`src/rtl/eth_fcs_crc32.sv`:
```
module eth_fcs_crc32 (
    input  logic        clk_i,
    input  logic        rst_i,
    input  logic        clear_i,
    input  logic        en_i,
    input  logic [7:0]  data_i,
    output logic [31:0] fcs_o
);

    // 0x04C11DB7 bit-reversed
    localparam logic [31:0] POLY_REFL = 32'hEDB88320;

    logic [31:0] crc_q;
    logic [31:0] crc_next;

    // one byte, lsb first
    always_comb begin
        crc_next = crc_q ^ {24'h000000, data_i};
        for (int i = 0; i < 8; i++) begin
            if (crc_next[0]) begin
                crc_next = (crc_next >> 1) ^ POLY_REFL;
            end else begin
                crc_next = crc_next >> 1;
            end
        end
    end

    always_ff @(posedge clk_i) begin
        if (rst_i || clear_i) begin
            crc_q <= '1;
        end else if (en_i) begin
            crc_q <= crc_next;
        end
    end

    // low byte goes on the wire first
    assign fcs_o = ~crc_q;

endmodule

```
`config.mk`:
```
export PLATFORM = sky130hd
export DESIGN_NAME = eth_fcs_crc32
export DESIGN_NICKNAME = d
export VERILOG_FILES = /design/src/rtl/eth_fcs_crc32.sv
export SDC_FILE = /design/constraint.sdc
export NUM_CORES = 1
export LEC_CHECK = 0
export BUFFER_PORTS_ARGS = -buffer_cell sky130_fd_sc_hd__buf_2
export CORE_MARGIN = 2
export CORE_UTILIZATION = 40
export CTS_CLUSTER_SIZE = 10
export DETAILED_ROUTE_END_ITERATION = 16
export GPL_TIMING_DRIVEN = 1
export PLACE_DENSITY = 0.6
export SLEW_MARGIN = 20
export SYNTH_ARGS = -nofsm -noshare
export SYNTH_HDL_FRONTEND = slang
export SYNTH_SLANG_ARGS = --single-unit
```
`constraint.sdc`:
```
create_clock -name clk_i -period 5.5 [get_ports clk_i]
set_input_delay 1.1 -clock clk_i [delete_from_list [all_inputs] [get_ports clk_i]]
set_output_delay 1.1 -clock clk_i [all_outputs]
set_load 0.02 [all_outputs]
```
==> results.yml <==
critical_path:
  endpoint_arrival_time_on_the_critical_path_ns: 2.79
  timing.critical_path.slowest_stage_cell: "sky130_fd_sc_hd__xor2_1"
  critical_path_buffers_and_inverters: 1
  endpoint_kind: "register"
  cp_cell_sequence: "buf_2, xor2_1, xnor2_1, xnor3_1, xnor2_1, a31oi_1"
  cpMostUsedCell: "sky130_fd_sc_hd__xnor2_1"
  timing.critical_path.required_ns: 5.63
  worst_path_dominant_cell_family: "XOR/XNOR gates"
  crit_path_max_incr_delay_ns: 0.64
  crit_fanout: 5
  critPathKind: "input pin to register"
  startpoint_type: "input pin"
synthesis:
  ys.flop_type: "sky130_fd_sc_hd__dfxtp_1"
  post-synth-top-area-fraction: 0.325
  syn-instance-count: 212
  yosysWarningCount: 0
  synth-seq-area-share: 0.325
  post-synth-top-count-cell: "sky130_fd_sc_hd__xnor2_1"
  post_synth_most_frequent_cells: "sky130_fd_sc_hd__xnor2_1, sky130_fd_sc_hd__dfxtp_1, sky130_fd_sc_hd__inv_1"
  synth.ff_latch_count: 32
  count_of_cell_types_in_the_netlist: 22
  async_flop_share: 0
  netlist.top_cell.by_area: "sky130_fd_sc_hd__dfxtp_1"
  synth.area.top_cells: "sky130_fd_sc_hd__dfxtp_1, sky130_fd_sc_hd__xnor2_1, sky130_fd_sc_hd__o211ai_1"
  synth_edf_count: 0
  postSynthAreaPerCell_sq_um: 9.30
  syn-num-nets: 224
  syn-cell-area_sq_mm: 0.00197
grt:
  groute.usage.overall: 0.164
  globalRouteOverflowTotal: 0
  grt_pass1_wl_um: 6720
  number_of_antenna_violations_at_the_first_check_in_global_routing: 0
  number_of_global_route_vias_before_repair: 1345
  grt_max_degree: 48
clocking:
  post_cts_resized: 0
  cts_hold_buffers: 0
  postCtsSetupRepairBufs: 0
  cts.root.buffer_cell: "sky130_fd_sc_hd__clkbuf_8"
  worst_skew_pair.late_latency_ns: 0.29
  clkSlewWorstSetupHoldPaths_ns: 0.07
  cts-htree-levels: 2
  cts_tree: "built"
  max-clock-path-buffers: 2
  cts_buffers: 5
  numClockSinks: 32
place:
  port_buffers: 43
  pre_cts_ws_ns: 2.52
  hpwl_um: 2960
  globalplace.congestion: 0.790
  dpl-instance-area_sq_mm: 0.00224
finish:
  stdcell_area_sq_mm: 0.00234
  register_area_sq_um: 641
  multi_input_area_sq_mm: 0.00118
  antenna-diode-count: 0
  finish.net_count: 265
  largest_register: "crc_q"
  area_growth_pct: 18.6
  largest_registers: "crc_q: 32 flops"
  layout-drive-gt1-share: 0.236
  number_of_flip_flops_in_the_largest_register: 32
  fillCellCount: 462
sta:
  pin_slew_with_the_least_headroom_to_its_limit_ns: 0.819
  final_hold_viol_count: 0
  worst_clock_skew_ns: 0.00940
  rsz0062_at_grt: "no"
  number_of_pins_exceeding_their_max_slew_limit_in_the_final_report: 0
  fin_setup_tns_ns: 0
  timing.final.crit_share: 0.484
  slew-limit-headroom: 0.452
  layout_setup_ws_ns: 2.84
  final.min_clock_period_ns: 2.66
  setup-violations-final: 0
  timing.fmax_mhz: 376
routing:
  routed_met2_length_um: 1780
  wirelength_met1_um: 2090
  route.met3.wl_um: 165
  antenna_violating_nets_post_route: 0
  drc: 0
  firstDrtPassIters: 4
  topRoutingLayerUsed: "met4"
  route.final.wire_length_um: 4110
  vias: 1456
  first_iter_violations: 75
  route.detailed.wl_per_inst_um: 12.8
  post_drt_via_cell_ratio: 4.54
floorplanning:
  die-width_um: 74.2
  floorplan.initialDensity: 0.417
  die_height_um: 74.2
  die_area_sq_mm: 0.00551
  placement_rows: 25
  io_pins: 44
  design.core.area_sq_mm: 0.00472
min_path:
  holdCritPathClass: "register to register"
pwr:
  power.static_leakage_uw: 0.00119
  power_density_of_the_placed_cells_mw_per_mm2: 350
  vdd_ir_drop_max_mv: 0.174
flow_run:
  cap_viol_max_count: 0
outcome:
  outcome: "finished clean"
worst register-to-register path, delay by kind of cell (launching register included):
kind | cells | cell delay [ns]
AOI/OAI and AO/OA | 1 | 0.09
xor gates and xnor gates | 4 | 1.52
DFF | 1 | 0.34
layout make-up:
cell class              count  share of cell area
flip-flops and latches     32               0.274
inverters                  33              0.0530
multi-input cells         138               0.505
repair buffers             43              0.0920
clock inverters             1             0.00321
clock buffers               7              0.0369
well taps                  67              0.0358
final timing paths:
kind | startpoint | end | cells past startpoint | slack (ns)
setup / recovery | data_i[2] | crc_q[26]$_SDFFE_PP1P_ | 6 | 2.84
hold / removal | crc_q[20]$_SDFFE_PP1P_ | crc_q[20]$_SDFFE_PP1P_ | 2 | 0.47
hold reg to reg | crc_q[20]$_SDFFE_PP1P_ | crc_q[20]$_SDFFE_PP1P_ | 2 | 0.47
setup reg to reg | crc_q[2]$_SDFFE_PP1P_ | crc_q[26]$_SDFFE_PP1P_ | 5 | 3.38
per-layer routing:
layer / vias up / track usage
li1: 750 / -
met1: 667 / 0.234
met2: 32 / 0.241
met3: 7 / 0.0366
met4: 0 / 0.0655
met5: - / 0
per-stage QoR:
| stage | std cells | total power (uW) | utilization | hold WS (ns) |
|---|---|---|---|---|
| final | 321 | 818 | 0.495 | 0.473 |
| after global routing | 321 | 874 | 0.495 | 0.500 |
| after CTS | 321 | 827 | 0.494 | 0.478 |
| after detailed placement | 313 | 629 | 0.474 | 0.461 |
| after global placement | 313 | 629 | 0.474 | 0.452 |
| after floorplan | 212 | 562 | - | 0.443 |
where the power goes:
part | switching [uW] | total, uW | internal, uW
sequential | 12.6 | 263 | 250
combinational | 187 | 359 | 172
clock | 93.7 | 195 | 102
total | 293 | 818 | 525
cell families after synthesis:
logic type | count (synthesis) | share of synthesized area
compound gates | 35 | 0.126
xor+xnor | 72 | 0.408
simple gates | 31 | 0.0609
buf+inv | 42 | 0.0799
flops | 32 | 0.325
placed cells by master (no fill, tap or decap):
cell / synthesis / final
sky130_fd_sc_hd__nor3_1: 1 / 1
sky130_fd_sc_hd__xnor2_1: 53 / 53
sky130_fd_sc_hd__o211ai_1: 26 / 26
sky130_fd_sc_hd__dfxtp_1: 32 / 32
sky130_fd_sc_hd__o21ai_1: 1 / 1
sky130_fd_sc_hd__xnor2_4: 2 / 2
sky130_fd_sc_hd__nand2_1: 26 / 26
sky130_fd_sc_hd__xor2_2: 1 / 1
sky130_fd_sc_hd__nor2_1: 3 / 2
sky130_fd_sc_hd__a31oi_1: 1 / 1
sky130_fd_sc_hd__buf_2: 0 / 43
sky130_fd_sc_hd__inv_1: 32 / 32
sky130_fd_sc_hd__clkinvlp_4: 0 / 1
sky130_fd_sc_hd__xor2_4: 2 / 2
sky130_fd_sc_hd__a21oi_1: 3 / 3
sky130_fd_sc_hd__nor2_4: 0 / 1
sky130_fd_sc_hd__or2_2: 1 / 1
sky130_fd_sc_hd__a211o_1: 2 / 2
sky130_fd_sc_hd__xnor3_1: 5 / 5
sky130_fd_sc_hd__o21ai_0: 2 / 2
sky130_fd_sc_hd__xnor2_2: 3 / 3
sky130_fd_sc_hd__clkbuf_8: 0 / 6
sky130_fd_sc_hd__clkinv_1: 1 / 1
sky130_fd_sc_hd__clkbuf_1: 8 / 1
sky130_fd_sc_hd__xor2_1: 6 / 6
(Power assumes the default switching activity.)
