`src/rtl/udp_tx_params.svh`:
```
`ifndef UDP_TX_PARAMS_SVH
`define UDP_TX_PARAMS_SVH

// payload buffering
`define UDP_TX_FIFO_DEPTH 2048
`define UDP_TX_LEN_W 11

// frame layout in bytes
`define UDP_TX_PREAMBLE_BYTES 7
`define UDP_TX_GAP_BYTES 12
`define UDP_TX_HDR_BYTES 42

`define UDP_TX_TTL 8'd64

// apb register map, word addresses
`define UDP_TX_REG_LOCAL_MAC_LO 6'h00
`define UDP_TX_REG_LOCAL_MAC_HI 6'h01
`define UDP_TX_REG_LOCAL_IP 6'h02
`define UDP_TX_REG_LOCAL_PORT 6'h03
`define UDP_TX_REG_HOST_MAC_LO 6'h04
`define UDP_TX_REG_HOST_MAC_HI 6'h05
`define UDP_TX_REG_HOST_IP 6'h06
`define UDP_TX_REG_HOST_PORT 6'h07
`define UDP_TX_REG_PAYLOAD_LEN 6'h08

`endif

```
`src/rtl/udp_tx_pkg.sv`:
```
`include "udp_tx_params.svh"

package udp_tx_pkg;

    // wire order, first field goes out first
    typedef struct packed {
        // ethernet
        logic [47:0] dst_mac;
        logic [47:0] src_mac;
        logic [15:0] ethertype;
        // ipv4
        logic [7:0]  ver_ihl;
        logic [7:0]  tos;
        logic [15:0] total_len;
        logic [15:0] id;
        logic [15:0] flags_frag;
        logic [7:0]  ttl;
        logic [7:0]  protocol;
        logic [15:0] ip_checksum;
        logic [31:0] src_ip;
        logic [31:0] dst_ip;
        // udp
        logic [15:0] src_port;
        logic [15:0] dst_port;
        logic [15:0] udp_len;
        logic [15:0] udp_checksum;
    } eth_udp_header_t;

    typedef struct packed {
        logic [47:0]              local_mac;
        logic [31:0]              local_ip;
        logic [15:0]              local_port;
        logic [47:0]              host_mac;
        logic [31:0]              host_ip;
        logic [15:0]              host_port;
        logic [`UDP_TX_LEN_W-1:0] payload_len;
    } udp_tx_cfg_t;

    typedef struct packed {
        logic        psel;
        logic        penable;
        logic        pwrite;
        logic [5:0]  paddr;
        logic [31:0] pwdata;
    } apb_req_t;

    typedef struct packed {
        logic        pready;
        logic        pslverr;
        logic [31:0] prdata;
    } apb_rsp_t;

endpackage

```
`src/rtl/udp_header_builder.sv`:
```
`include "udp_tx_params.svh"

module udp_header_builder
    import udp_tx_pkg::*;
(
    input  udp_tx_cfg_t     cfg_i,
    output eth_udp_header_t header_o
);

    eth_udp_header_t hdr;
    logic [15:0]     payload_len16;
    logic [19:0]     csum_sum;
    logic [16:0]     csum_fold1;
    logic [15:0]     csum_fold2;

    assign payload_len16 = 16'(cfg_i.payload_len);

    // everything except the checksum, which stays zero here
    always_comb begin
        hdr            = '0;
        hdr.dst_mac    = cfg_i.host_mac;
        hdr.src_mac    = cfg_i.local_mac;
        hdr.ethertype  = 16'h0800;
        hdr.ver_ihl    = 8'h45;
        hdr.total_len  = payload_len16 + 16'd28;
        // don't fragment
        hdr.flags_frag = 16'h4000;
        hdr.ttl        = `UDP_TX_TTL;
        hdr.protocol   = 8'd17;
        hdr.src_ip     = cfg_i.local_ip;
        hdr.dst_ip     = cfg_i.host_ip;
        hdr.src_port   = cfg_i.local_port;
        hdr.dst_port   = cfg_i.host_port;
        hdr.udp_len    = payload_len16 + 16'd8;
    end

    // ones' complement sum of the ten ip halfwords
    assign csum_sum = 20'({hdr.ver_ihl, hdr.tos})
                    + 20'(hdr.total_len)
                    + 20'(hdr.id)
                    + 20'(hdr.flags_frag)
                    + 20'({hdr.ttl, hdr.protocol})
                    + 20'(hdr.ip_checksum)
                    + 20'(hdr.src_ip[31:16])
                    + 20'(hdr.src_ip[15:0])
                    + 20'(hdr.dst_ip[31:16])
                    + 20'(hdr.dst_ip[15:0]);

    // end-around carry, two folds are enough for ten terms
    assign csum_fold1 = 17'(csum_sum[15:0]) + 17'(csum_sum[19:16]);
    assign csum_fold2 = csum_fold1[15:0] + 16'(csum_fold1[16]);

    always_comb begin
        header_o             = hdr;
        header_o.ip_checksum = ~csum_fold2;
    end

endmodule

```
`config.mk`:
```
export PLATFORM = sky130hd
export DESIGN_NAME = udp_header_builder
export DESIGN_NICKNAME = d
export VERILOG_FILES = /design/src/rtl/udp_tx_pkg.sv /design/src/rtl/udp_header_builder.sv
export VERILOG_INCLUDE_DIRS = /design/src /design/src/rtl
export SDC_FILE = /design/constraint.sdc
export NUM_CORES = 1
export LEC_CHECK = 0
export BUFFER_PORTS_ARGS = -buffer_cell sky130_fd_sc_hd__buf_4
export CAP_MARGIN = 40
export CORE_AREA = 2 2 207 209
export DETAILED_ROUTE_END_ITERATION = 16
export DIE_AREA = 0 0 209 211
export GPL_TIMING_DRIVEN = 0
export PLACE_DENSITY = 0.35
export SLEW_MARGIN = 20
export SYNTH_ARGS = -nofsm -noshare
export SYNTH_HDL_FRONTEND = slang
export SYNTH_SLANG_ARGS = --single-unit
```
`constraint.sdc`:
```
create_clock -name vclk -period 10.6
set_input_delay 0.53 -clock vclk [all_inputs]
set_output_delay 0.53 -clock vclk [all_outputs]
set_load 0.05 [all_outputs]
```
==> run_results.csv <==
group,metric,value,unit
logic_synthesis,syn_inst,721,
floorplanning,start_util,13.4,%
logic_synthesis,synth_top_family_by_area,"buffers and inverters",
outcome,status,"completed",
routing,vias,5160,
timing,fmax,102,MHz
timing,period_minus_slack,9.82,ns
final_layout,layoutNonFillerInstCount,1670,
worst_setup_path,crit_path_frequent_cell,"ha_1",
floorplanning,io_pins,539,
final_layout,final_common_cell,"buf_4",
grt,use_met2,15.8,%
timing,slew_headroom,57.7,%
routing,dr.first_iter.drc_count,86,
power_and_ir_drop,vdd_ir_drop_max,0.152,mV
logic_synthesis,synth_compound_area_share,8.43,%
logic_synthesis,synth.top_cell.area_share,40.6,%
power_and_ir_drop,powerDensity,248,nW/um^2
placement,dpl.hpwl,18000,um
logic_synthesis,synth_cell_types,55,
floorplanning,die_area,44100,um^2
floorplanning,core_area,41800,um^2
routing,route.detailed.drc,0,
worst_setup_path,cp_data_required_time,10.07,ns
timing,period_share,92.7,%
grt,busiest_layer,"met2",
floorplanning,die_width,209,um
routing,drtAntennaViolNets,0,
grt,grt_pass1_vias,5038,
logic_synthesis,ys.warnings.count,0,
final_layout,n_sequential_cell,0,
routing,drt-wirelength-per-cell,11.4,um
placement,dp_cells,1668,
flow_run,drv_cap,0,
final_layout,final_util,21.6,%
final_layout,layout_common_cells,"buf_4, inv_1, conb_1",
logic_synthesis,synth-adder-area-share,25.8,%
floorplanning,num_rows,75,
grt,antenna_found_initial,0,
final_layout,antennaDiodeCount,0,
power_and_ir_drop,p_leak,5.17,nW
logic_synthesis,yosys.area_share.simple,8.70,%
timing,setup_viol,0,
worst_setup_path,cp-start-kind,"input pin",
timing,tightest_slew,0.630,ns
logic_synthesis,syn-cell-area,5580,um^2
grt,grt_pass1_wl,27300,um
placement,port_buffers,306,
hold_path,hp-class,"in2out",
logic_synthesis,yosysSeqAreaShare,0,%
worst_setup_path,slowest_stage,"fa_1",
logic_synthesis,synth_top_cell_by_area,"buf_4",
final_layout,stdcell_area,9010,um^2
grt,met3_usage,0.580,%
final_layout,register_area,0,um^2
worst_setup_path,timing.setup.critical_path_class,"in2out",
timing,fin_hold_ws,1.31,ns
routing,first_pass_iters,4,
worst_setup_path,cp_max_fo,7,
worst_setup_path,critPathArrivalTime,9.29,ns
routing,vias_per_cell,3.09,
placement,routabilityCongestion,0.737,
timing,finalHoldViolations,0,
worst_setup_path,endpoint_kind,"primary output",
grt,grt_max_degree,10,
final_layout,drive_gt1_share,56.5,%
placement,place_area,8940,um^2
logic_synthesis,synth_area_leaders,"buf_4, fa_1, ha_1",
final_layout,clkbuf_count,0,
worst_setup_path,slowest_delay,0.53,ns
grt,grt_usage,7.79,%
logic_synthesis,yosys-mux-area-fraction,0.538,%
final_layout,nNetsFinal,1424,
logic_synthesis,synth_xor_area_share,6.86,%
grt,use_met1,9.39,%
routing,totalWireLength,19000,um
grt,grt_overflow_total,0,
timing,drv_slew,0,
final_layout,syn_to_final_growth,61.5,%
floorplanning,die_height,211,um
logic_synthesis,synth_area_per_cell,7.74,um^2
[path summary, 6_finish.rpt]
kind / slack (ns) / depth (start not counted) / from / endpoint
worst max-delay path: 0.78 / 40 / cfg_i[3] / header_o[142]
worst min-delay path: 1.31 / 2 / cfg_i[174] / header_o[259]
[logic make-up after synthesis]
family                     count (synthesis)
buffers and inverters                    434
and+or+nand+nor                           89
xor gates and xnor gates                  42
AOI/OAI and AO/OA                         63
other                                      2
muxes                                      3
adders and majority gates                 88
[report_power, final]
group | total [mW] | switching [mW] | internal, mW | leakage, nW
Clock | 0 | 0 | 0 | 0
Sequential | 0 | 0 | 0 | 0
Combinational | 2.23 | 1.50 | 0.729 | 5.17
Total | 2.23 | 1.50 | 0.729 | 5.17
[layout make-up]
cell class,instances,area [um^2]
fillers,4677,32700
multi-input cells,389,3260
repair buffers,308,2310
plain buffers,307,2290
well taps,539,674
inverters,127,477
[synth_stat cells, types with 3 or more instances]
master,count
o21a_1,4
nor2_1,16
nand3_1,11
a211oi_1,5
ha_1,43
buf_4,302
mux2i_1,3
buf_2,3
a21o_1,6
inv_1,127
xnor2_1,25
nand2_1,18
nor2b_1,3
xor2_1,15
o21ai_0,8
nand2b_1,6
a21oi_1,12
nor3_1,8
fa_1,45
and3_1,5
o21ai_1,6
[metal layers]
metal  part of all wire [%]  wire, um
met1                     39      7470
met2                     55     10500
met3                    5.4      1030
met4                      0         0
met5                      0         0
[what timing repair did]
| item | 4_1_cts | 5_1_grt |
|---|---|---|
| setup buffers | 0 | 2 |
| resized for setup | 1 | 15 |
| pin swaps | 0 | 2 |
| hold buffers | 0 | 0 |
| setup endpoints to repair | 4 | 8 |
[per-stage QoR]
step | total power, mW | setup WS [ns] | setup TNS, ns
after floorplan | 1.64 | 0.102 | 0
after global placement | 2.24 | -0.137 | -0.364
final | 2.23 | 0.776 | 0
after global routing | 2.45 | -0.00683 | -0.0170
after CTS | 2.25 | 0.0109 | 0
after detailed placement | 2.24 | -0.155 | -0.379
[worst max-delay path, delay by kind of cell]
family,cells,cell delay (ns)
compound gates,11,2.79
simple gates,13,2.38
fa+ha+maj,8,2.58
xor+xnor,1,0.21
buf+inv,7,0.79
Note: power is estimated with default switching activity, not from simulation.
