File: src/rtl/udp_tx_params.svh
`ifndef UDP_TX_PARAMS_SVH
`define UDP_TX_PARAMS_SVH

// payload buffering
`define UDP_TX_FIFO_DEPTH 2048
`define UDP_TX_LEN_W 11

// frame layout in bytes
`define UDP_TX_PREAMBLE_BYTES 7
`define UDP_TX_GAP_BYTES 12
`define UDP_TX_HDR_BYTES 42

`define UDP_TX_TTL 8'd64

// apb register map, word addresses
`define UDP_TX_REG_LOCAL_MAC_LO 6'h00
`define UDP_TX_REG_LOCAL_MAC_HI 6'h01
`define UDP_TX_REG_LOCAL_IP 6'h02
`define UDP_TX_REG_LOCAL_PORT 6'h03
`define UDP_TX_REG_HOST_MAC_LO 6'h04
`define UDP_TX_REG_HOST_MAC_HI 6'h05
`define UDP_TX_REG_HOST_IP 6'h06
`define UDP_TX_REG_HOST_PORT 6'h07
`define UDP_TX_REG_PAYLOAD_LEN 6'h08

`endif

File: src/rtl/udp_tx_pkg.sv
`include "udp_tx_params.svh"

package udp_tx_pkg;

    // wire order, first field goes out first
    typedef struct packed {
        // ethernet
        logic [47:0] dst_mac;
        logic [47:0] src_mac;
        logic [15:0] ethertype;
        // ipv4
        logic [7:0]  ver_ihl;
        logic [7:0]  tos;
        logic [15:0] total_len;
        logic [15:0] id;
        logic [15:0] flags_frag;
        logic [7:0]  ttl;
        logic [7:0]  protocol;
        logic [15:0] ip_checksum;
        logic [31:0] src_ip;
        logic [31:0] dst_ip;
        // udp
        logic [15:0] src_port;
        logic [15:0] dst_port;
        logic [15:0] udp_len;
        logic [15:0] udp_checksum;
    } eth_udp_header_t;

    typedef struct packed {
        logic [47:0]              local_mac;
        logic [31:0]              local_ip;
        logic [15:0]              local_port;
        logic [47:0]              host_mac;
        logic [31:0]              host_ip;
        logic [15:0]              host_port;
        logic [`UDP_TX_LEN_W-1:0] payload_len;
    } udp_tx_cfg_t;

    typedef struct packed {
        logic        psel;
        logic        penable;
        logic        pwrite;
        logic [5:0]  paddr;
        logic [31:0] pwdata;
    } apb_req_t;

    typedef struct packed {
        logic        pready;
        logic        pslverr;
        logic [31:0] prdata;
    } apb_rsp_t;

endpackage

File: src/rtl/udp_cfg_regs.sv
`include "udp_tx_params.svh"

module udp_cfg_regs
    import udp_tx_pkg::*;
(
    input  logic        clk_i,
    input  logic        rst_i,
    input  apb_req_t    apb_req_i,
    output apb_rsp_t    apb_rsp_o,
    output udp_tx_cfg_t cfg_o
);

    udp_tx_cfg_t cfg_q;
    logic        access;
    logic        addr_hit;
    logic [31:0] rdata;

    // second cycle of a transfer
    assign access = apb_req_i.psel && apb_req_i.penable;

    always_comb begin
        addr_hit = 1'b1;
        rdata    = '0;
        case (apb_req_i.paddr)
            `UDP_TX_REG_LOCAL_MAC_LO: rdata = cfg_q.local_mac[31:0];
            `UDP_TX_REG_LOCAL_MAC_HI: rdata = {16'h0000, cfg_q.local_mac[47:32]};
            `UDP_TX_REG_LOCAL_IP:     rdata = cfg_q.local_ip;
            `UDP_TX_REG_LOCAL_PORT:   rdata = {16'h0000, cfg_q.local_port};
            `UDP_TX_REG_HOST_MAC_LO:  rdata = cfg_q.host_mac[31:0];
            `UDP_TX_REG_HOST_MAC_HI:  rdata = {16'h0000, cfg_q.host_mac[47:32]};
            `UDP_TX_REG_HOST_IP:      rdata = cfg_q.host_ip;
            `UDP_TX_REG_HOST_PORT:    rdata = {16'h0000, cfg_q.host_port};
            `UDP_TX_REG_PAYLOAD_LEN: begin
                rdata = {{(32 - `UDP_TX_LEN_W){1'b0}}, cfg_q.payload_len};
            end
            default: addr_hit = 1'b0;
        endcase
    end

    // narrow registers keep only their low bits
    always_ff @(posedge clk_i) begin
        if (rst_i) begin
            cfg_q <= '0;
        end else if (access && apb_req_i.pwrite && addr_hit) begin
            case (apb_req_i.paddr)
                `UDP_TX_REG_LOCAL_MAC_LO: cfg_q.local_mac[31:0]  <= apb_req_i.pwdata;
                `UDP_TX_REG_LOCAL_MAC_HI: cfg_q.local_mac[47:32] <= apb_req_i.pwdata[15:0];
                `UDP_TX_REG_LOCAL_IP:     cfg_q.local_ip         <= apb_req_i.pwdata;
                `UDP_TX_REG_LOCAL_PORT:   cfg_q.local_port       <= apb_req_i.pwdata[15:0];
                `UDP_TX_REG_HOST_MAC_LO:  cfg_q.host_mac[31:0]   <= apb_req_i.pwdata;
                `UDP_TX_REG_HOST_MAC_HI:  cfg_q.host_mac[47:32]  <= apb_req_i.pwdata[15:0];
                `UDP_TX_REG_HOST_IP:      cfg_q.host_ip          <= apb_req_i.pwdata;
                `UDP_TX_REG_HOST_PORT:    cfg_q.host_port        <= apb_req_i.pwdata[15:0];
                `UDP_TX_REG_PAYLOAD_LEN: begin
                    cfg_q.payload_len <= apb_req_i.pwdata[`UDP_TX_LEN_W-1:0];
                end
                default: ;
            endcase
        end
    end

    // zero wait states, unmapped reads give zero
    assign apb_rsp_o.pready  = access;
    assign apb_rsp_o.pslverr = access && !addr_hit;
    assign apb_rsp_o.prdata  = (access && !apb_req_i.pwrite) ? rdata : 32'h0;

    assign cfg_o = cfg_q;

    // access phase must follow a setup phase
    a_apb_setup: assert property (@(posedge clk_i) disable iff (rst_i)
        $rose(apb_req_i.penable) |-> $past(apb_req_i.psel));

endmodule

File: config.mk
export PLATFORM = sky130hd
export DESIGN_NAME = udp_cfg_regs
export DESIGN_NICKNAME = d
export VERILOG_FILES = /design/src/rtl/udp_tx_pkg.sv /design/src/rtl/udp_cfg_regs.sv
export VERILOG_INCLUDE_DIRS = /design/src /design/src/rtl
export SDC_FILE = /design/constraint.sdc
export NUM_CORES = 1
export LEC_CHECK = 0
export BUFFER_PORTS_ARGS = -buffer_cell sky130_fd_sc_hd__buf_2
export CORE_ASPECT_RATIO = 0.9
export CORE_UTILIZATION = 54
export CTS_BUF_LIST = sky130_fd_sc_hd__clkbuf_8
export CTS_CLUSTER_DIAMETER = 200
export DETAILED_ROUTE_END_ITERATION = 16
export GPL_ROUTABILITY_DRIVEN = 0
export GPL_TIMING_DRIVEN = 0
export PLACE_DENSITY = 0.84
export SLEW_MARGIN = 20
export SYNTH_ARGS = -nofsm -noshare
export SYNTH_HDL_FRONTEND = slang
export SYNTH_SLANG_ARGS = --single-unit
File: constraint.sdc
create_clock -name clk_i -period 2.55 [get_ports clk_i]
set_input_delay 0 -clock clk_i [delete_from_list [all_inputs] [get_ports clk_i]]
set_output_delay 0 -clock clk_i [all_outputs]
set_load 0.02 [all_outputs]
==> results of run 1 <==
## cell usage after synthesis
master and number:
nor3_1 2, a221oi_1 1, clkbuf_1 61, a31oi_1 1, a22oi_1 80, buf_2 19, nor2b_1 4, mux2i_1 2
nor2_2 2, a21oi_1 224, nand2b_1 2, buf_4 17, nand4b_1 1, nor4b_2 1, nor2_4 2, and3_1 4
nor2_1 5, or4b_1 1, a22o_1 10, nor4_1 2, or4_1 1, o31ai_1 1, nand2_1 396, a21boi_0 1
a41oi_2 6, buf_1 1, nand3_1 21, mux2_2 6, and2_1 3, buf_6 3, a41oi_1 6, nor3_4 8
a222oi_1 6, dfxtp_1 203
## cells by family after synthesis
kind of cell | share of synthesized area [%]
AO/OA/AOI/OAI | 23.8
flip-flops | 47.2
buffers and inverters | 5.68
multiplexers | 1.02
AND/OR/NAND/NOR | 22.3
## power by group through the flow
stage               Clock, mW  Combinational, mW  Sequential, mW
floorplan                   0              0.143            3.25
global placement            0              0.262            3.25
detailed placement          0              0.266            3.25
CTS                      2.80              0.307            3.18
global route             2.94              0.334            3.18
finish                   2.82              0.323            3.18
## tightest hold or removal path, cell delays in order
cell and delay [ps]:
buf_2 150, nor2b_1 130, nand3_1 120, nand2_1 60, a21oi_1 130
## path summary, 6_finish.rpt
kind	slack (ps)	to	startpoint	cells past startpoint
min	50	cfg_o[10]	apb_req_i[34]	5
max reg2reg	1810	cfg_o[72]	cfg_o[72]	2
max	160	apb_rsp_o[6]	apb_req_i[33]	7
min reg2reg	470	cfg_o[65]	cfg_o[65]	2
## per-layer routing
metal / GRT usage, % / routed length (µm)
met5: 0 / 0
met1: 54.6 / 12800
met4: 19.7 / 1760
met3: 11.3 / 5190
met2: 61.9 / 15000
## area by class of cell
cell class                 count  area [µm²]  share of cell area, %
timing repair buffer         293        1630                   14.6
tap                          202         253                   2.27
multi-input combinational    799        4060                   36.5
buffer                       101         489                   4.39
clock buffer                  42         578                   5.19
sequential                   203        4060                   36.5
clock inverter                10        68.8                  0.617
## timing repair
action	4_1_cts	5_1_grt
buffers inserted	0	0
resized for setup	0	0
endpoints found under the hold margin	203	0
hold buffers	33	0
==> impl_metrics.ini, run 1 <==
[outcome]
status = finished clean

[synth]
yosysUniqueCellTypes = 34
synth_fp_nets = 1146
avgSynthCellArea_um2 = 7.81
synth_area_um2 = 8610
ys_seq_elements = 203
seq_area_frac_synth_pct = 47.2
postSynthCellCount = 1103
yosysWarnings = 0
synth_top_area_share_pct = 47.2
yosys-top-cells-area = dfxtp_1, nand2_1, a21oi_1
yosys.area.top_type = dfxtp_1

[setup_path]
crit_arrival_ps = 2390
crit_slowest_cell = buf_1
crit_buf_inv = 4
cp_cell_sequence = buf_2, buf_2, o31ai_1, nand4b_1, buf_1, a41oi_2, buf_2
worstSetupPathType = in -> out
cp.required_ps = 2550
crit_top_cell = buf_2
cpLargestDelayFamily = buffers and inverters
path_max_fanout = 10
cp-end-kind = output pin
max_stage_delay_ps = 510
cp-start-kind = primary input

[timing]
rsz0062_at_grt = false
hold_viol = 0
period_share_pct = 93.7
layout_min_cycle_time_ps = 2390
postLayoutSetupSlackWorst_ps = 159
clock-skew-final_ps = 0
hold-worst-slack_ps = 50.4
slew_violations = 0
max_freq_mhz = 418
setup-tns-final_ps = 0
setup_viol = 0
relSlewSlack_pct = 38.3
worst_pin_slew_ps = 925

[cells_and_area]
final_area_um2 = 11100
layout_common_cells = nand2_1, buf_2, a21oi_1
final_nets = 1472
diodes = 0
largest_reg_flops = 203
fin_cells = 1650
areaGrowthSynthToFinish_pct = 29.5
fin_util_pct = 71.9
fillers = 1274
drive_gt1_share_pct = 25.6
final_common_cell = nand2_1

[floorplan]
io_pins = 280
die_h_um = 122
start_util_pct = 55.6
rows = 43
core-area_um2 = 15500
dieArea_um2 = 16500
fp.dieW_um = 135

[power_and_ir_drop]
p_total_mw = 6.33
pwr-share-clk_pct = 44.6
switchingPower_mw = 1.51
sw_frac_of_total_pct = 23.9
p_int_mw = 4.82
pwr-share-comb_pct = 5.1
leakage_nw = 4.45
p_seq_share_pct = 50.3
max-vdd-ir-drop_mv = 0.467
powerDensity_nw_per_um2 = 567

[cts]
cts_tree = built
worstSkewPairLatency_ps = 560
cts-root-buf = clkbuf_8
cts_sinks = 203
cts_max_path_buffers = 3
h-tree-depth = 1
cts_buffers = 31
clk_pin_slew_ps = 60

[detailed_routing]
drc = 0
drtAntennaViolNets = 0
viasPerCell = 6.17
vias = 10200
drtIter0Drc = 1237
wl_per_cell_um = 21.1
finalWirelength_mm = 34.7
dr.pass1.iters = 6

[placement]
place_area_um2 = 10200
pre_cts_slack_ps = 336
hpwl_mm = 23.9
numPortBuffers = 260
place_inst = 1565

[global_route]
overflow = 0
grt_usage_pct = 41.2
grt_pass1_vias = 9232
antenna_found_initial = 0
grt_max_degree = 16
grt_first_pass_wirelength_mm = 51.6

[hold_path]
holdCritPathClass = in -> reg

[run]
cap_violations = 0
Power figures use the tool's default switching activity.
==> inputs of run 2 (changes only) <==
Settings changed: CORE_ASPECT_RATIO 0.9 to default.
==> impl_metrics.ini, run 2 (same netlist as run 1, synthesis figures left out) <==
[outcome]
status = finished clean

[cells_and_area]
fin_cells = 1667
areaGrowthSynthToFinish_pct = 30.7
final_common_cell = nand2_1
drive_gt1_share_pct = 26.0
largest_reg_flops = 203
diodes = 0
final_nets = 1474
layout_common_cells = nand2_1, buf_2, a21oi_1
fillers = 1242

[cts]
cts_tree = built
cts_max_path_buffers = 3
cts-root-buf = clkbuf_8
cts_sinks = 203
clk_pin_slew_ps = 60
worstSkewPairLatency_ps = 520
cts_buffers = 34
h-tree-depth = 2

[timing]
setup-tns-final_ps = 0
layout_min_cycle_time_ps = 2410
rsz0062_at_grt = false
setup_viol = 0
hold_viol = 0
worst_pin_slew_ps = 908
relSlewSlack_pct = 39.5
clock-skew-final_ps = 0
period_share_pct = 94.4
max_freq_mhz = 415
slew_violations = 0

[detailed_routing]
dr.pass1.iters = 7
finalWirelength_mm = 34.6
drtIter0Drc = 1233
drc = 0
drtAntennaViolNets = 0
vias = 10200
wl_per_cell_um = 20.8
viasPerCell = 6.14

[power_and_ir_drop]
max-vdd-ir-drop_mv = 0.404
leakage_nw = 4.51
powerDensity_nw_per_um2 = 593

[setup_path]
cp-end-kind = output pin
r2r_end = cfg_o[160]
worstSetupPathType = in -> out
worst_r2r_path_depth = 2
crit_arrival_ps = 2410
cp.required_ps = 2550
rrSetupSlack_ps = 1790
path_max_fanout = 10
crit_path_start = apb_req_i[33]
cp-start-kind = primary input
r2r_start = cfg_o[160]

[global_route]
grt_max_degree = 11
grt_first_pass_wirelength_mm = 50.7
grt_usage_pct = 40.8
antenna_found_initial = 0
overflow = 0
grt_pass1_vias = 9055

[floorplan]
start_util_pct = 56.0
rows = 45
core-area_um2 = 15400
io_pins = 280
fp.dieW_um = 128
dieArea_um2 = 16500
die_h_um = 128

[placement]
numPortBuffers = 260
place_inst = 1574
hpwl_mm = 23.7

[hold_path]
holdCritPathClass = in -> reg
min_to = cfg_o[169]
holdPathStages = 3
worstHoldStart = rst_i

[run]
cap_violations = 0
[run 2: changes by cell type in the layout (fill, tap and decap cells not counted)]
| cell | previous run | this run |
|---|---|---|
| bufinv_16 | 1 | 2 |
| clkbuf_8 | 42 | 46 |
| clkinv_2 | 1 | 5 |
| dlygate4sd3_1 | 33 | 32 |
[run 2: final cells by class]
cell class | count | area, µm² | area share, %
sequential | 203 | 4060 | 36.1
multi-input combinational | 799 | 4060 | 36.1
timing repair buffer | 292 | 1620 | 14.4
clock buffer | 46 | 633 | 5.63
buffer | 101 | 489 | 4.35
tap | 211 | 264 | 2.35
clock inverter | 15 | 119 | 1.06
[run 2: power by group]
part	switching (mW)	internal, mW	total (mW)
registers	0.00362	3.17	3.18
logic	0.230	0.0914	0.321
clock network	1.35	1.82	3.17
[run 2: per-layer routing]
metal	vias up	GRT usage (%)	routed length, µm
met4	0	23.1	1830
met1	4762	52.4	12800
met2	862	61.8	15100
met3	161	10.9	4950
met5	-	0	0
li1	4452	-	-
[run 2: repair_timing]
action,4_1_cts,5_1_grt
buffers inserted,0,0
endpoints found under the hold margin,203,0
resized for setup,0,0
hold buffers,32,0
[run 2: worst max-delay path: stages]
cell	delay, ps
buf_2	180
buf_2	260
o31ai_1	420
nand4b_1	420
buf_1	510
a41oi_1	390
buf_2	220
[run 2: worst max-delay path by stage]
stage               slack, ps       endpoint  cells past startpoint
finish                    140  apb_rsp_o[14]                      7
global route              140  apb_rsp_o[14]                      7
CTS                       340  apb_rsp_o[14]                      7
detailed placement        350  apb_rsp_o[14]                      7
global placement          350   apb_rsp_o[0]                      8
floorplan                 930  apb_rsp_o[16]                      6
[run 2: through the flow]
stage	util (%)	total power [mW]	hold slack [ps]	cell area, µm²	worst slack (ps)
2_1_floorplan	-	3.40	136	8610	925
3_3_place_gp	66.2	3.51	276	10200	355
3_5_place_dp	66.2	3.52	281	10200	354
4_1_cts	73.2	6.62	62.4	11300	335
5_1_grt	73.2	6.80	85.0	11300	139
6_report	73.2	6.67	68.7	11300	142
