**config.mk**
```make
export PLATFORM = sky130hd
export DESIGN_NAME = udp_frame_sequencer
export DESIGN_NICKNAME = d
export VERILOG_FILES = /design/src/rtl/udp_tx_pkg.sv /design/src/rtl/udp_frame_sequencer.sv
export VERILOG_INCLUDE_DIRS = /design/src /design/src/rtl
export SDC_FILE = /design/constraint.sdc
export NUM_CORES = 1
export LEC_CHECK = 0
export ABC_AREA = 1
export BUFFER_PORTS_ARGS = -buffer_cell sky130_fd_sc_hd__buf_4
export CORE_AREA = 4 4 242 244
export DETAILED_ROUTE_END_ITERATION = 7
export DIE_AREA = 0 0 246 248
export GPL_ROUTABILITY_DRIVEN = 0
export SETUP_SLACK_MARGIN = 0.1
export SYNTH_ARGS = -nofsm -noshare
export SYNTH_HDL_FRONTEND = slang
export SYNTH_SLANG_ARGS = --single-unit
```
**constraint.sdc**
```tcl
create_clock -name clk_i -period 19.2 [get_ports clk_i]
set_clock_uncertainty 0.2 [all_clocks]
set_input_delay 4.8 -clock clk_i [delete_from_list [all_inputs] [get_ports clk_i]]
set_output_delay 4.8 -clock clk_i [all_outputs]
set_load 0.005 [all_outputs]
```
**src/rtl/udp_tx_params.svh**
```systemverilog
`ifndef UDP_TX_PARAMS_SVH
`define UDP_TX_PARAMS_SVH

// payload buffering
`define UDP_TX_FIFO_DEPTH 2048
`define UDP_TX_LEN_W 11

// frame layout in bytes
`define UDP_TX_PREAMBLE_BYTES 7
`define UDP_TX_GAP_BYTES 12
`define UDP_TX_HDR_BYTES 42

`define UDP_TX_TTL 8'd64

// apb register map, word addresses
`define UDP_TX_REG_LOCAL_MAC_LO 6'h00
`define UDP_TX_REG_LOCAL_MAC_HI 6'h01
`define UDP_TX_REG_LOCAL_IP 6'h02
`define UDP_TX_REG_LOCAL_PORT 6'h03
`define UDP_TX_REG_HOST_MAC_LO 6'h04
`define UDP_TX_REG_HOST_MAC_HI 6'h05
`define UDP_TX_REG_HOST_IP 6'h06
`define UDP_TX_REG_HOST_PORT 6'h07
`define UDP_TX_REG_PAYLOAD_LEN 6'h08

`endif

```
**src/rtl/udp_tx_pkg.sv**
```systemverilog
`include "udp_tx_params.svh"

package udp_tx_pkg;

    // wire order, first field goes out first
    typedef struct packed {
        // ethernet
        logic [47:0] dst_mac;
        logic [47:0] src_mac;
        logic [15:0] ethertype;
        // ipv4
        logic [7:0]  ver_ihl;
        logic [7:0]  tos;
        logic [15:0] total_len;
        logic [15:0] id;
        logic [15:0] flags_frag;
        logic [7:0]  ttl;
        logic [7:0]  protocol;
        logic [15:0] ip_checksum;
        logic [31:0] src_ip;
        logic [31:0] dst_ip;
        // udp
        logic [15:0] src_port;
        logic [15:0] dst_port;
        logic [15:0] udp_len;
        logic [15:0] udp_checksum;
    } eth_udp_header_t;

    typedef struct packed {
        logic [47:0]              local_mac;
        logic [31:0]              local_ip;
        logic [15:0]              local_port;
        logic [47:0]              host_mac;
        logic [31:0]              host_ip;
        logic [15:0]              host_port;
        logic [`UDP_TX_LEN_W-1:0] payload_len;
    } udp_tx_cfg_t;

    typedef struct packed {
        logic        psel;
        logic        penable;
        logic        pwrite;
        logic [5:0]  paddr;
        logic [31:0] pwdata;
    } apb_req_t;

    typedef struct packed {
        logic        pready;
        logic        pslverr;
        logic [31:0] prdata;
    } apb_rsp_t;

endpackage

```
**src/rtl/udp_frame_sequencer.sv**
```systemverilog
`include "udp_tx_params.svh"

module udp_frame_sequencer
    import udp_tx_pkg::*;
(
    input  logic                   clk_i,
    input  logic                   rst_i,
    input  udp_tx_cfg_t            cfg_i,
    input  eth_udp_header_t        header_i,
    input  logic [7:0]             s_data_i,
    input  logic                   s_valid_i,
    input  logic                   s_last_i,
    output logic                   s_ready_o,
    output logic                   push_o,
    output logic                   pop_o,
    output logic [7:0]             wdata_o,
    input  logic [7:0]             rdata_i,
    input  logic [`UDP_TX_LEN_W:0] count_i,
    output logic                   crc_clear_o,
    output logic                   crc_en_o,
    output logic [7:0]             crc_data_o,
    input  logic [31:0]            fcs_i,
    output logic                   tx_en_o,
    output logic [7:0]             tx_d_o
);

    localparam int CNT_W = 16;
    localparam int OCC_W = `UDP_TX_LEN_W + 2;
    localparam int HDR_W = $bits(eth_udp_header_t);
    localparam logic [CNT_W-1:0] PRE_LAST = CNT_W'(`UDP_TX_PREAMBLE_BYTES - 1);
    localparam logic [CNT_W-1:0] HDR_LAST = CNT_W'(`UDP_TX_HDR_BYTES - 1);
    localparam logic [CNT_W-1:0] GAP_LAST = CNT_W'(`UDP_TX_GAP_BYTES - 1);
    localparam logic [CNT_W-1:0] FCS_LAST = CNT_W'(3);
    // preamble, sfd, header and fcs around the payload
    localparam logic [CNT_W-1:0] FRAME_EXTRA =
        CNT_W'(`UDP_TX_PREAMBLE_BYTES + 1 + `UDP_TX_HDR_BYTES + 4);

    typedef enum logic [2:0] {
        ST_IDLE,
        ST_PREAMBLE,
        ST_SFD,
        ST_HEADER,
        ST_DATA,
        ST_FCS,
        ST_GAP
    } seq_state_t;

    logic             s_handshake;
    logic             s_first_q;
    logic             s_in_pkt_q;
    logic [OCC_W-1:0] occ_after;
    logic             fifo_has_space;

    seq_state_t        state_q;
    seq_state_t        state_d;
    logic [CNT_W-1:0]  cnt_q;
    logic [CNT_W-1:0]  data_last;
    logic [`UDP_TX_LEN_W-1:0] len_q;
    logic [HDR_W-1:0]  hdr_sh_q;
    logic              frame_go;
    logic              tx_valid;
    logic [7:0]        tx_data;
    logic [CNT_W-1:0]  run_q;

    // stream intake, a packet is admitted only with room for all of it
    assign s_handshake    = s_valid_i && s_ready_o;
    assign occ_after      = OCC_W'(count_i) + OCC_W'(cfg_i.payload_len);
    assign fifo_has_space = occ_after <= OCC_W'(`UDP_TX_FIFO_DEPTH);
    assign s_ready_o      = (s_first_q && fifo_has_space) || s_in_pkt_q;
    assign push_o         = s_handshake;
    assign wdata_o        = s_data_i;

    always_ff @(posedge clk_i) begin
        if (rst_i) begin
            s_first_q  <= 1'b1;
            s_in_pkt_q <= 1'b0;
        end else if (s_handshake) begin
            s_first_q <= s_last_i;
            if (s_last_i) begin
                s_in_pkt_q <= 1'b0;
            end else if (s_first_q) begin
                s_in_pkt_q <= 1'b1;
            end
        end
    end

    // a whole payload must be buffered before the burst starts
    assign frame_go  = (count_i >= {1'b0, cfg_i.payload_len}) && (cfg_i.payload_len != '0);
    assign data_last = CNT_W'(len_q) - 1'b1;

    always_comb begin
        state_d = state_q;
        case (state_q)
            ST_IDLE:     if (frame_go)              state_d = ST_PREAMBLE;
            ST_PREAMBLE: if (cnt_q == PRE_LAST)     state_d = ST_SFD;
            ST_SFD:                                 state_d = ST_HEADER;
            ST_HEADER:   if (cnt_q == HDR_LAST)     state_d = ST_DATA;
            ST_DATA:     if (cnt_q == data_last)    state_d = ST_FCS;
            ST_FCS:      if (cnt_q == FCS_LAST)     state_d = ST_GAP;
            ST_GAP:      if (cnt_q == GAP_LAST)     state_d = ST_IDLE;
            default:                                state_d = ST_IDLE;
        endcase
    end

    always_ff @(posedge clk_i) begin
        if (rst_i) begin
            state_q <= ST_IDLE;
            cnt_q   <= '0;
            len_q   <= '0;
        end else begin
            state_q <= state_d;
            cnt_q   <= (state_d != state_q) ? '0 : cnt_q + 1'b1;
            // length frozen for the whole frame
            if (state_q == ST_IDLE) begin
                len_q <= cfg_i.payload_len;
            end
        end
    end

    always_ff @(posedge clk_i) begin
        if (state_q == ST_IDLE) begin
            hdr_sh_q <= header_i;
        end else if (state_q == ST_HEADER) begin
            hdr_sh_q <= hdr_sh_q << 8;
        end
    end

    // fifo data lags pop by one, so the first pop is on the last header byte
    always_comb begin
        tx_valid    = 1'b1;
        tx_data     = 8'h00;
        crc_en_o    = 1'b0;
        crc_clear_o = 1'b0;
        pop_o       = 1'b0;
        case (state_q)
            ST_IDLE: begin
                tx_valid    = 1'b0;
                crc_clear_o = 1'b1;
            end
            ST_PREAMBLE: tx_data = 8'h55;
            ST_SFD:      tx_data = 8'hD5;
            ST_HEADER: begin
                tx_data  = hdr_sh_q[HDR_W-1 -: 8];
                crc_en_o = 1'b1;
                pop_o    = (cnt_q == HDR_LAST);
            end
            ST_DATA: begin
                tx_data  = rdata_i;
                crc_en_o = 1'b1;
                pop_o    = (cnt_q != data_last);
            end
            // crc holds still here
            ST_FCS:  tx_data = fcs_i[8*cnt_q[1:0] +: 8];
            default: tx_valid = 1'b0;
        endcase
    end

    assign crc_data_o = tx_data;

    always_ff @(posedge clk_i) begin
        if (rst_i) begin
            tx_en_o <= 1'b0;
        end else begin
            tx_en_o <= tx_valid;
        end
    end

    always_ff @(posedge clk_i) begin
        tx_d_o <= tx_data;
    end

    // length of the current tx_en_o burst
    always_ff @(posedge clk_i) begin
        if (rst_i) begin
            run_q <= '0;
        end else if (tx_en_o) begin
            run_q <= run_q + 1'b1;
        end else begin
            run_q <= '0;
        end
    end

    a_frame_len: assert property (@(posedge clk_i) disable iff (rst_i)
        $fell(tx_en_o) |-> run_q == CNT_W'(len_q) + FRAME_EXTRA);

endmodule

```
==> metrics, run 1 <==
cell mode on critical path nand2_1; Worst-Margin Slew 1120 ps; EDFF count, synth 336; Clock Path Buffers 3; # placed instances 3066; P per Cell Area 97.7 nW/µm²; first-pass GRT wire length 74800 µm; I/O Buffers 424; DRC Markers 0; die height 248 µm; Synth Net Count 2596; hold path depth 2; top-count cell post-synth nand2_1; Final Cycle Share 62.4%; crit-path max FO 4; Fin. Hold Viols 0; max cap viols 0; layout cell share with drive strength beyond 1 22.6%; fin worst setup slack 7220 ps; Data required, critical path 14200 ps; CTS buffer count 44; clock net sink count 377; R2R setup slack 14520 ps; synth top area cells edfxtp_1 (57%), nand2_1 (23%), dfxtp_1 (4.6%); Worst Setup End Kind output port; area grow syn2layout 29.7%; Die Area 61000 µm²; IO Pins 633; Slew headroom 25.6%; Min-Delay Path Class flop to flop; Reg-to-Reg End hdr_sh_q[118]$_DFFE_PP_; CP Launch Type input port; Setup-failing EPs final 0; FILL cells 5614; warnings from Yosys 0; synthesis-stage register bit count 377; H-Tree Level Count 2; CTS Hold Bufs 0; Final Util 40.8%; Async S/R FF share, synth 0%; Setup TNS 0 ps; Tot GR Track Use 15.4%; Final min period 11980 ps; initial antenna violation count 4; fmax 0.0835 GHz; maximum vdd ir drop 0.0570 mV; status finished clean; grt total ovfl 0; clock root buffer clkbuf_16; Mean Syn Cell Area 9.00 µm²; Yosys top cell area share 57.0%; Worst-Skew Late Latency 550 ps; CTS clk-pin slew, worst paths 60 ps; static leakage 10.8 nW; number of vias per cell 4.51; First DRT Iteration DRCs 1019; Cells after Synth 1966; via count 14200; drt first pass iters 5; non-filler instance count after layout 3147; Netlist cell types 41; Worst path max stage delay 380 ps; worst hold path endpoint hdr_sh_q[147]$_DFFE_PP_; postcts setup bufs 0; # nets final 2986; RSZ-0062 raised after global routing false; largest net degree at the start of global routing 193; reg2reg path depth 8; Yosys top cell by area edfxtp_1; register area share after synthesis 61.7%; RR Startpoint state_q[1]$_SDFF_PP0_; post-DP HPWL 35800 µm; critical path's slowest cell fa_1; post-CTS sizing 0; cell area after synthesis 17700 µm²; die width 246 µm; routed len/inst 15.8 µm; row count 87; final wirelength 49700 µm; crit path kind input port to output port; vias in the first global route 13900; core area 56300 µm²; Commonest cells post-synth nand2_1 (1097), edfxtp_1 (336), inv_1 (85), nor2_1 (76), clkbuf_1 (75); CTS tree built; final slew viol count 0; top_reg_cell synth edfxtp_1; hold_sp hdr_sh_q[139]$_DFFE_PP_; crit-path cells buf_4 > ha_1 > inv_1 > fa_1 > inv_1 > nand2_1 > a21oi_1 > nand3_1 > nor2_1 > nand3_1 > nor2_1 > nand3_1 > nand2_1 > nand2_1 > nand2_1 > nand2_1 > inv_1 > buf_4; CP arrival 6980 ps; ANT nets after route 0; Initial Utilization 31.4%; pre-CTS setup slack 7270 ps
[cells in the final DEF, fill, tap and decap left out, types with 15 or more instances in the layout]
cell	synthesis	layout
nor2_1	76	75
dfxtp_1	41	41
nand4_1	15	15
xor2_1	24	24
nor2_2	17	17
ha_1	26	26
o21ai_0	37	37
inv_1	85	85
clkbuf_16	0	46
edfxtp_1	336	336
nand3_1	33	33
nand2_1	1097	1096
buf_4	10	433
a21oi_1	24	24
[worst max path at each step]
stage / from / endpoint
after CTS: cfg_i[0] / push_o
after global placement: cfg_i[0] / push_o
final: cfg_i[0] / push_o
after floorplan: cfg_i[0] / push_o
after global routing: cfg_i[0] / push_o
after detailed placement: cfg_i[0] / push_o
[kinds of logic after synthesis]
logic type	count (synthesis)	share of synthesized area, %
adders and majority gates	27	1.95
AOI/OAI and AO/OA	83	2.58
buffers and inverters	184	4.24
xor gates and xnor gates	26	1.29
and+or+nand+nor	1269	28.3
DFF	377	61.7
[per-stage QoR]
step,total power [mW],hold slack (ps),cell area (µm²)
floorplan,1.32,245,17700
finish,2.24,304,22900
global placement,1.44,265,21500
global route,2.36,326,22900
CTS,2.27,308,22900
detailed placement,1.45,293,21500
[per-layer routing]
metal  vias to the layer above  global-route usage, %  share of wire, %
met5                         -                      0             0.040
met4                         2                   4.20               2.2
met3                        70                   5.29                10
met2                       509                   24.2                44
met1                      6486                   20.5                43
li1                       7113                      -                 -
[area by class of cell]
type	count	area [µm²]	share of cell area, %
diodes	3	7.51	0.0327
clock buffers	57	1200	5.24
clock inverters	21	194	0.845
inverters	94	363	1.58
multi-input cells	1405	6050	26.4
flip-flops and latches	377	10900	47.6
well taps	756	946	4.12
repair buffers	434	3270	14.3
[sequential cells by signal (all words and copies together) (netlist names)]
name,count
state_q,3
tx_d_o,8
cnt_q,16
s_first_q,1
tx_en_o,1
s_in_pkt_q,1
hdr_sh_q,336
len_q,11
[report_power, final]
part	internal [mW]	leakage (nW)	switching, mW
Sequential	1.06	3.78	0.0413
Clock	0.482	0.679	0.333
Combinational	0.127	6.33	0.201
[critical path, delay by kind of cell]
family          cells  cell delay, ps
simple gates       10             940
compound gates      1             150
fa+ha+maj           2             620
buf+inv             5             460
Power figures use the tool's default switching activity.
==> run 2, diff against run 1 <==
--- a/config.mk
+++ b/config.mk
@@ -8,9 +8,9 @@
 export LEC_CHECK = 0
 export ABC_AREA = 1
 export BUFFER_PORTS_ARGS = -buffer_cell sky130_fd_sc_hd__buf_4
-export CORE_AREA = 4 4 242 244
+export CORE_AREA = 4 4 244 246
 export DETAILED_ROUTE_END_ITERATION = 7
-export DIE_AREA = 0 0 246 248
+export DIE_AREA = 0 0 248 250
 export GPL_ROUTABILITY_DRIVEN = 0
 export SETUP_SLACK_MARGIN = 0.1
 export SYNTH_ARGS = -nofsm -noshare
==> constraint.sdc (replaced) <==
create_clock -name clk_i -period 11.9 [get_ports clk_i]
set_clock_uncertainty 0.2 [all_clocks]
set_input_delay 2.975 -clock clk_i [delete_from_list [all_inputs] [get_ports clk_i]]
set_output_delay 2.975 -clock clk_i [all_outputs]
set_load 0.005 [all_outputs]
==> run 2 against run 1 <==
  * Worst hold slack worse by 11 ps
  * Register-to-register slack got worse by 6800 ps
  * Design area unchanged
  * Wire length decreased by 0.55%
  * Die area up 1.6%
  * Sequential power is 60% higher
  * Non-clock buffer count down 1
  * Clock power is 60% higher
  * Critical path type unchanged
==> metrics, run 2 (synthesis results as in run 1) <==
Hold WS 293 ps; Data required, critical path 8730 ps; # placed instances 3074; grt total ovfl 0; Worst-Margin Slew 1050 ps; area grow syn2layout 29.7%; first-pass GRT wire length 75200 µm; ANT nets after route 0; postcts setup bufs 0; routed len/inst 15.7 µm; CTS tree built; Tot GR Track Use 15.2%; clock root buffer clkbuf_16; CTS clk-pin slew, worst paths 60 ps; crit path kind input port to output port; initial antenna violation count 7; post-DP HPWL 35300 µm; largest registers hdr_sh_q x336, cnt_q x16, len_q x11; Min-Delay Path Class flop to flop; DRC Markers 0; Final Cycle Share 69.5%; status finished clean; CTS Hold Bufs 0; CTS buffer count 44; Setup-failing EPs final 0; crit-path max FO 4; clock net sink count 377; most frequent cells in the layout nand2_1 (1096), buf_4 (431), edfxtp_1 (336); die height 250 µm; number of vias per cell 4.50; most common cell after layout, fill and taps aside nand2_1; H-Tree Level Count 2; RSZ-0062 raised after global routing false; row count 88; IO Pins 633; I/O Buffers 424; final slew viol count 0; static leakage 10.8 nW; Worst Setup End Kind output port; max cap viols 0; fmax 0.121 GHz; Final min period 8270 ps; Initial Utilization 30.8%; Die Area 62000 µm²; Setup TNS 0 ps; max reg flops 336; CP arrival 5090 ps; layout cell share with drive strength beyond 1 22.6%; pre-CTS setup slack 3650 ps; post-CTS sizing 0; Worst-Skew Late Latency 550 ps; die width 248 µm; largest reg by FF count hdr_sh_q; # nets final 2985; P per Cell Area 157 nW/µm²; via count 14200; non-filler instance count after layout 3157; Slew headroom 30.2%; Fin. Hold Viols 0; core area 57400 µm²; fin worst setup slack 3630 ps; drt first pass iters 5; largest net degree at the start of global routing 207; vias in the first global route 14100; maximum vdd ir drop 0.103 mV; CP Launch Type input port; First DRT Iteration DRCs 939; final wirelength 49400 µm; Clock Path Buffers 3
run 2: cell types whose count changed in the layout (fill, tap and decap cells not counted):
cell        previous run  this run
clkbuf_4               0         1
clkinv_4               0         1
clkinv_8               1         0
clkinv_1               9        12
buf_4                433       431
buf_12                 1         2
clkbuf_16             46        45
clkinvlp_4             1         0
clkbuf_1              10         6
clkinv_2               4         8
run 2: final timing paths:
path / start / to / slack [ps] / depth (start not counted)
setup / recovery: cfg_i[0] / push_o / 3630 / 18
hold / removal: s_in_pkt_q$_SDFFE_PP0P_ / s_in_pkt_q$_SDFFE_PP0P_ / 290 / 2
setup reg to reg: state_q[1]$_SDFF_PP0_ / hdr_sh_q[53]$_DFFE_PP_ / 7690 / 8
hold reg to reg: s_in_pkt_q$_SDFFE_PP0P_ / s_in_pkt_q$_SDFFE_PP0P_ / 290 / 2
run 2: power by group:
part,switching (mW),internal (mW)
logic,0.325,0.207
registers,0.0623,1.70
clock network,0.538,0.764
total,0.926,2.67
run 2: through the flow:
stage | utilization (%) | cell area [µm²] | power, mW
3_3_place_gp | 37.6 | 21600 | 2.32
5_1_grt | 40.0 | 22900 | 3.79
4_1_cts | 40.0 | 22900 | 3.65
6_report | 40.0 | 22900 | 3.60
3_5_place_dp | 37.6 | 21600 | 2.33
2_1_floorplan | - | 17700 | 2.13
run 2: critical path, stage by stage:
cell and delay, ps:
buf_4 110, ha_1 220, inv_1 70, fa_1 380
inv_1 110, nand2_1 60, a21oi_1 140, nand3_1 100
nor2_1 110, nand3_1 100, nor2_1 170, nand3_1 100
nand2_1 70, nand2_1 50, nand2_1 100, nand2_1 80
inv_1 60, buf_4 100
run 2: final cells by class:
| class | count | area (µm²) |
|---|---|---|
| Fill cell | 5800 | 34400 |
| Multi-Input combinational cell | 1405 | 6050 |
| Clock inverter | 27 | 210 |
| Timing Repair Buffer | 433 | 3280 |
| Sequential cell | 377 | 10900 |
| Antenna cell | 3 | 7.51 |
| Inverter | 94 | 363 |
| Tap cell | 765 | 957 |
| Clock buffer | 53 | 1170 |
run 2: metal layers:
metal | GRT usage [%] | up-vias | wire, µm
met1 | 19.8 | 6532 | 21000
met4 | 4.17 | 8 | 1250
met3 | 5.69 | 87 | 5340
met5 | 0 | - | 57
met2 | 23.8 | 501 | 21700
li1 | - | 7092 | -
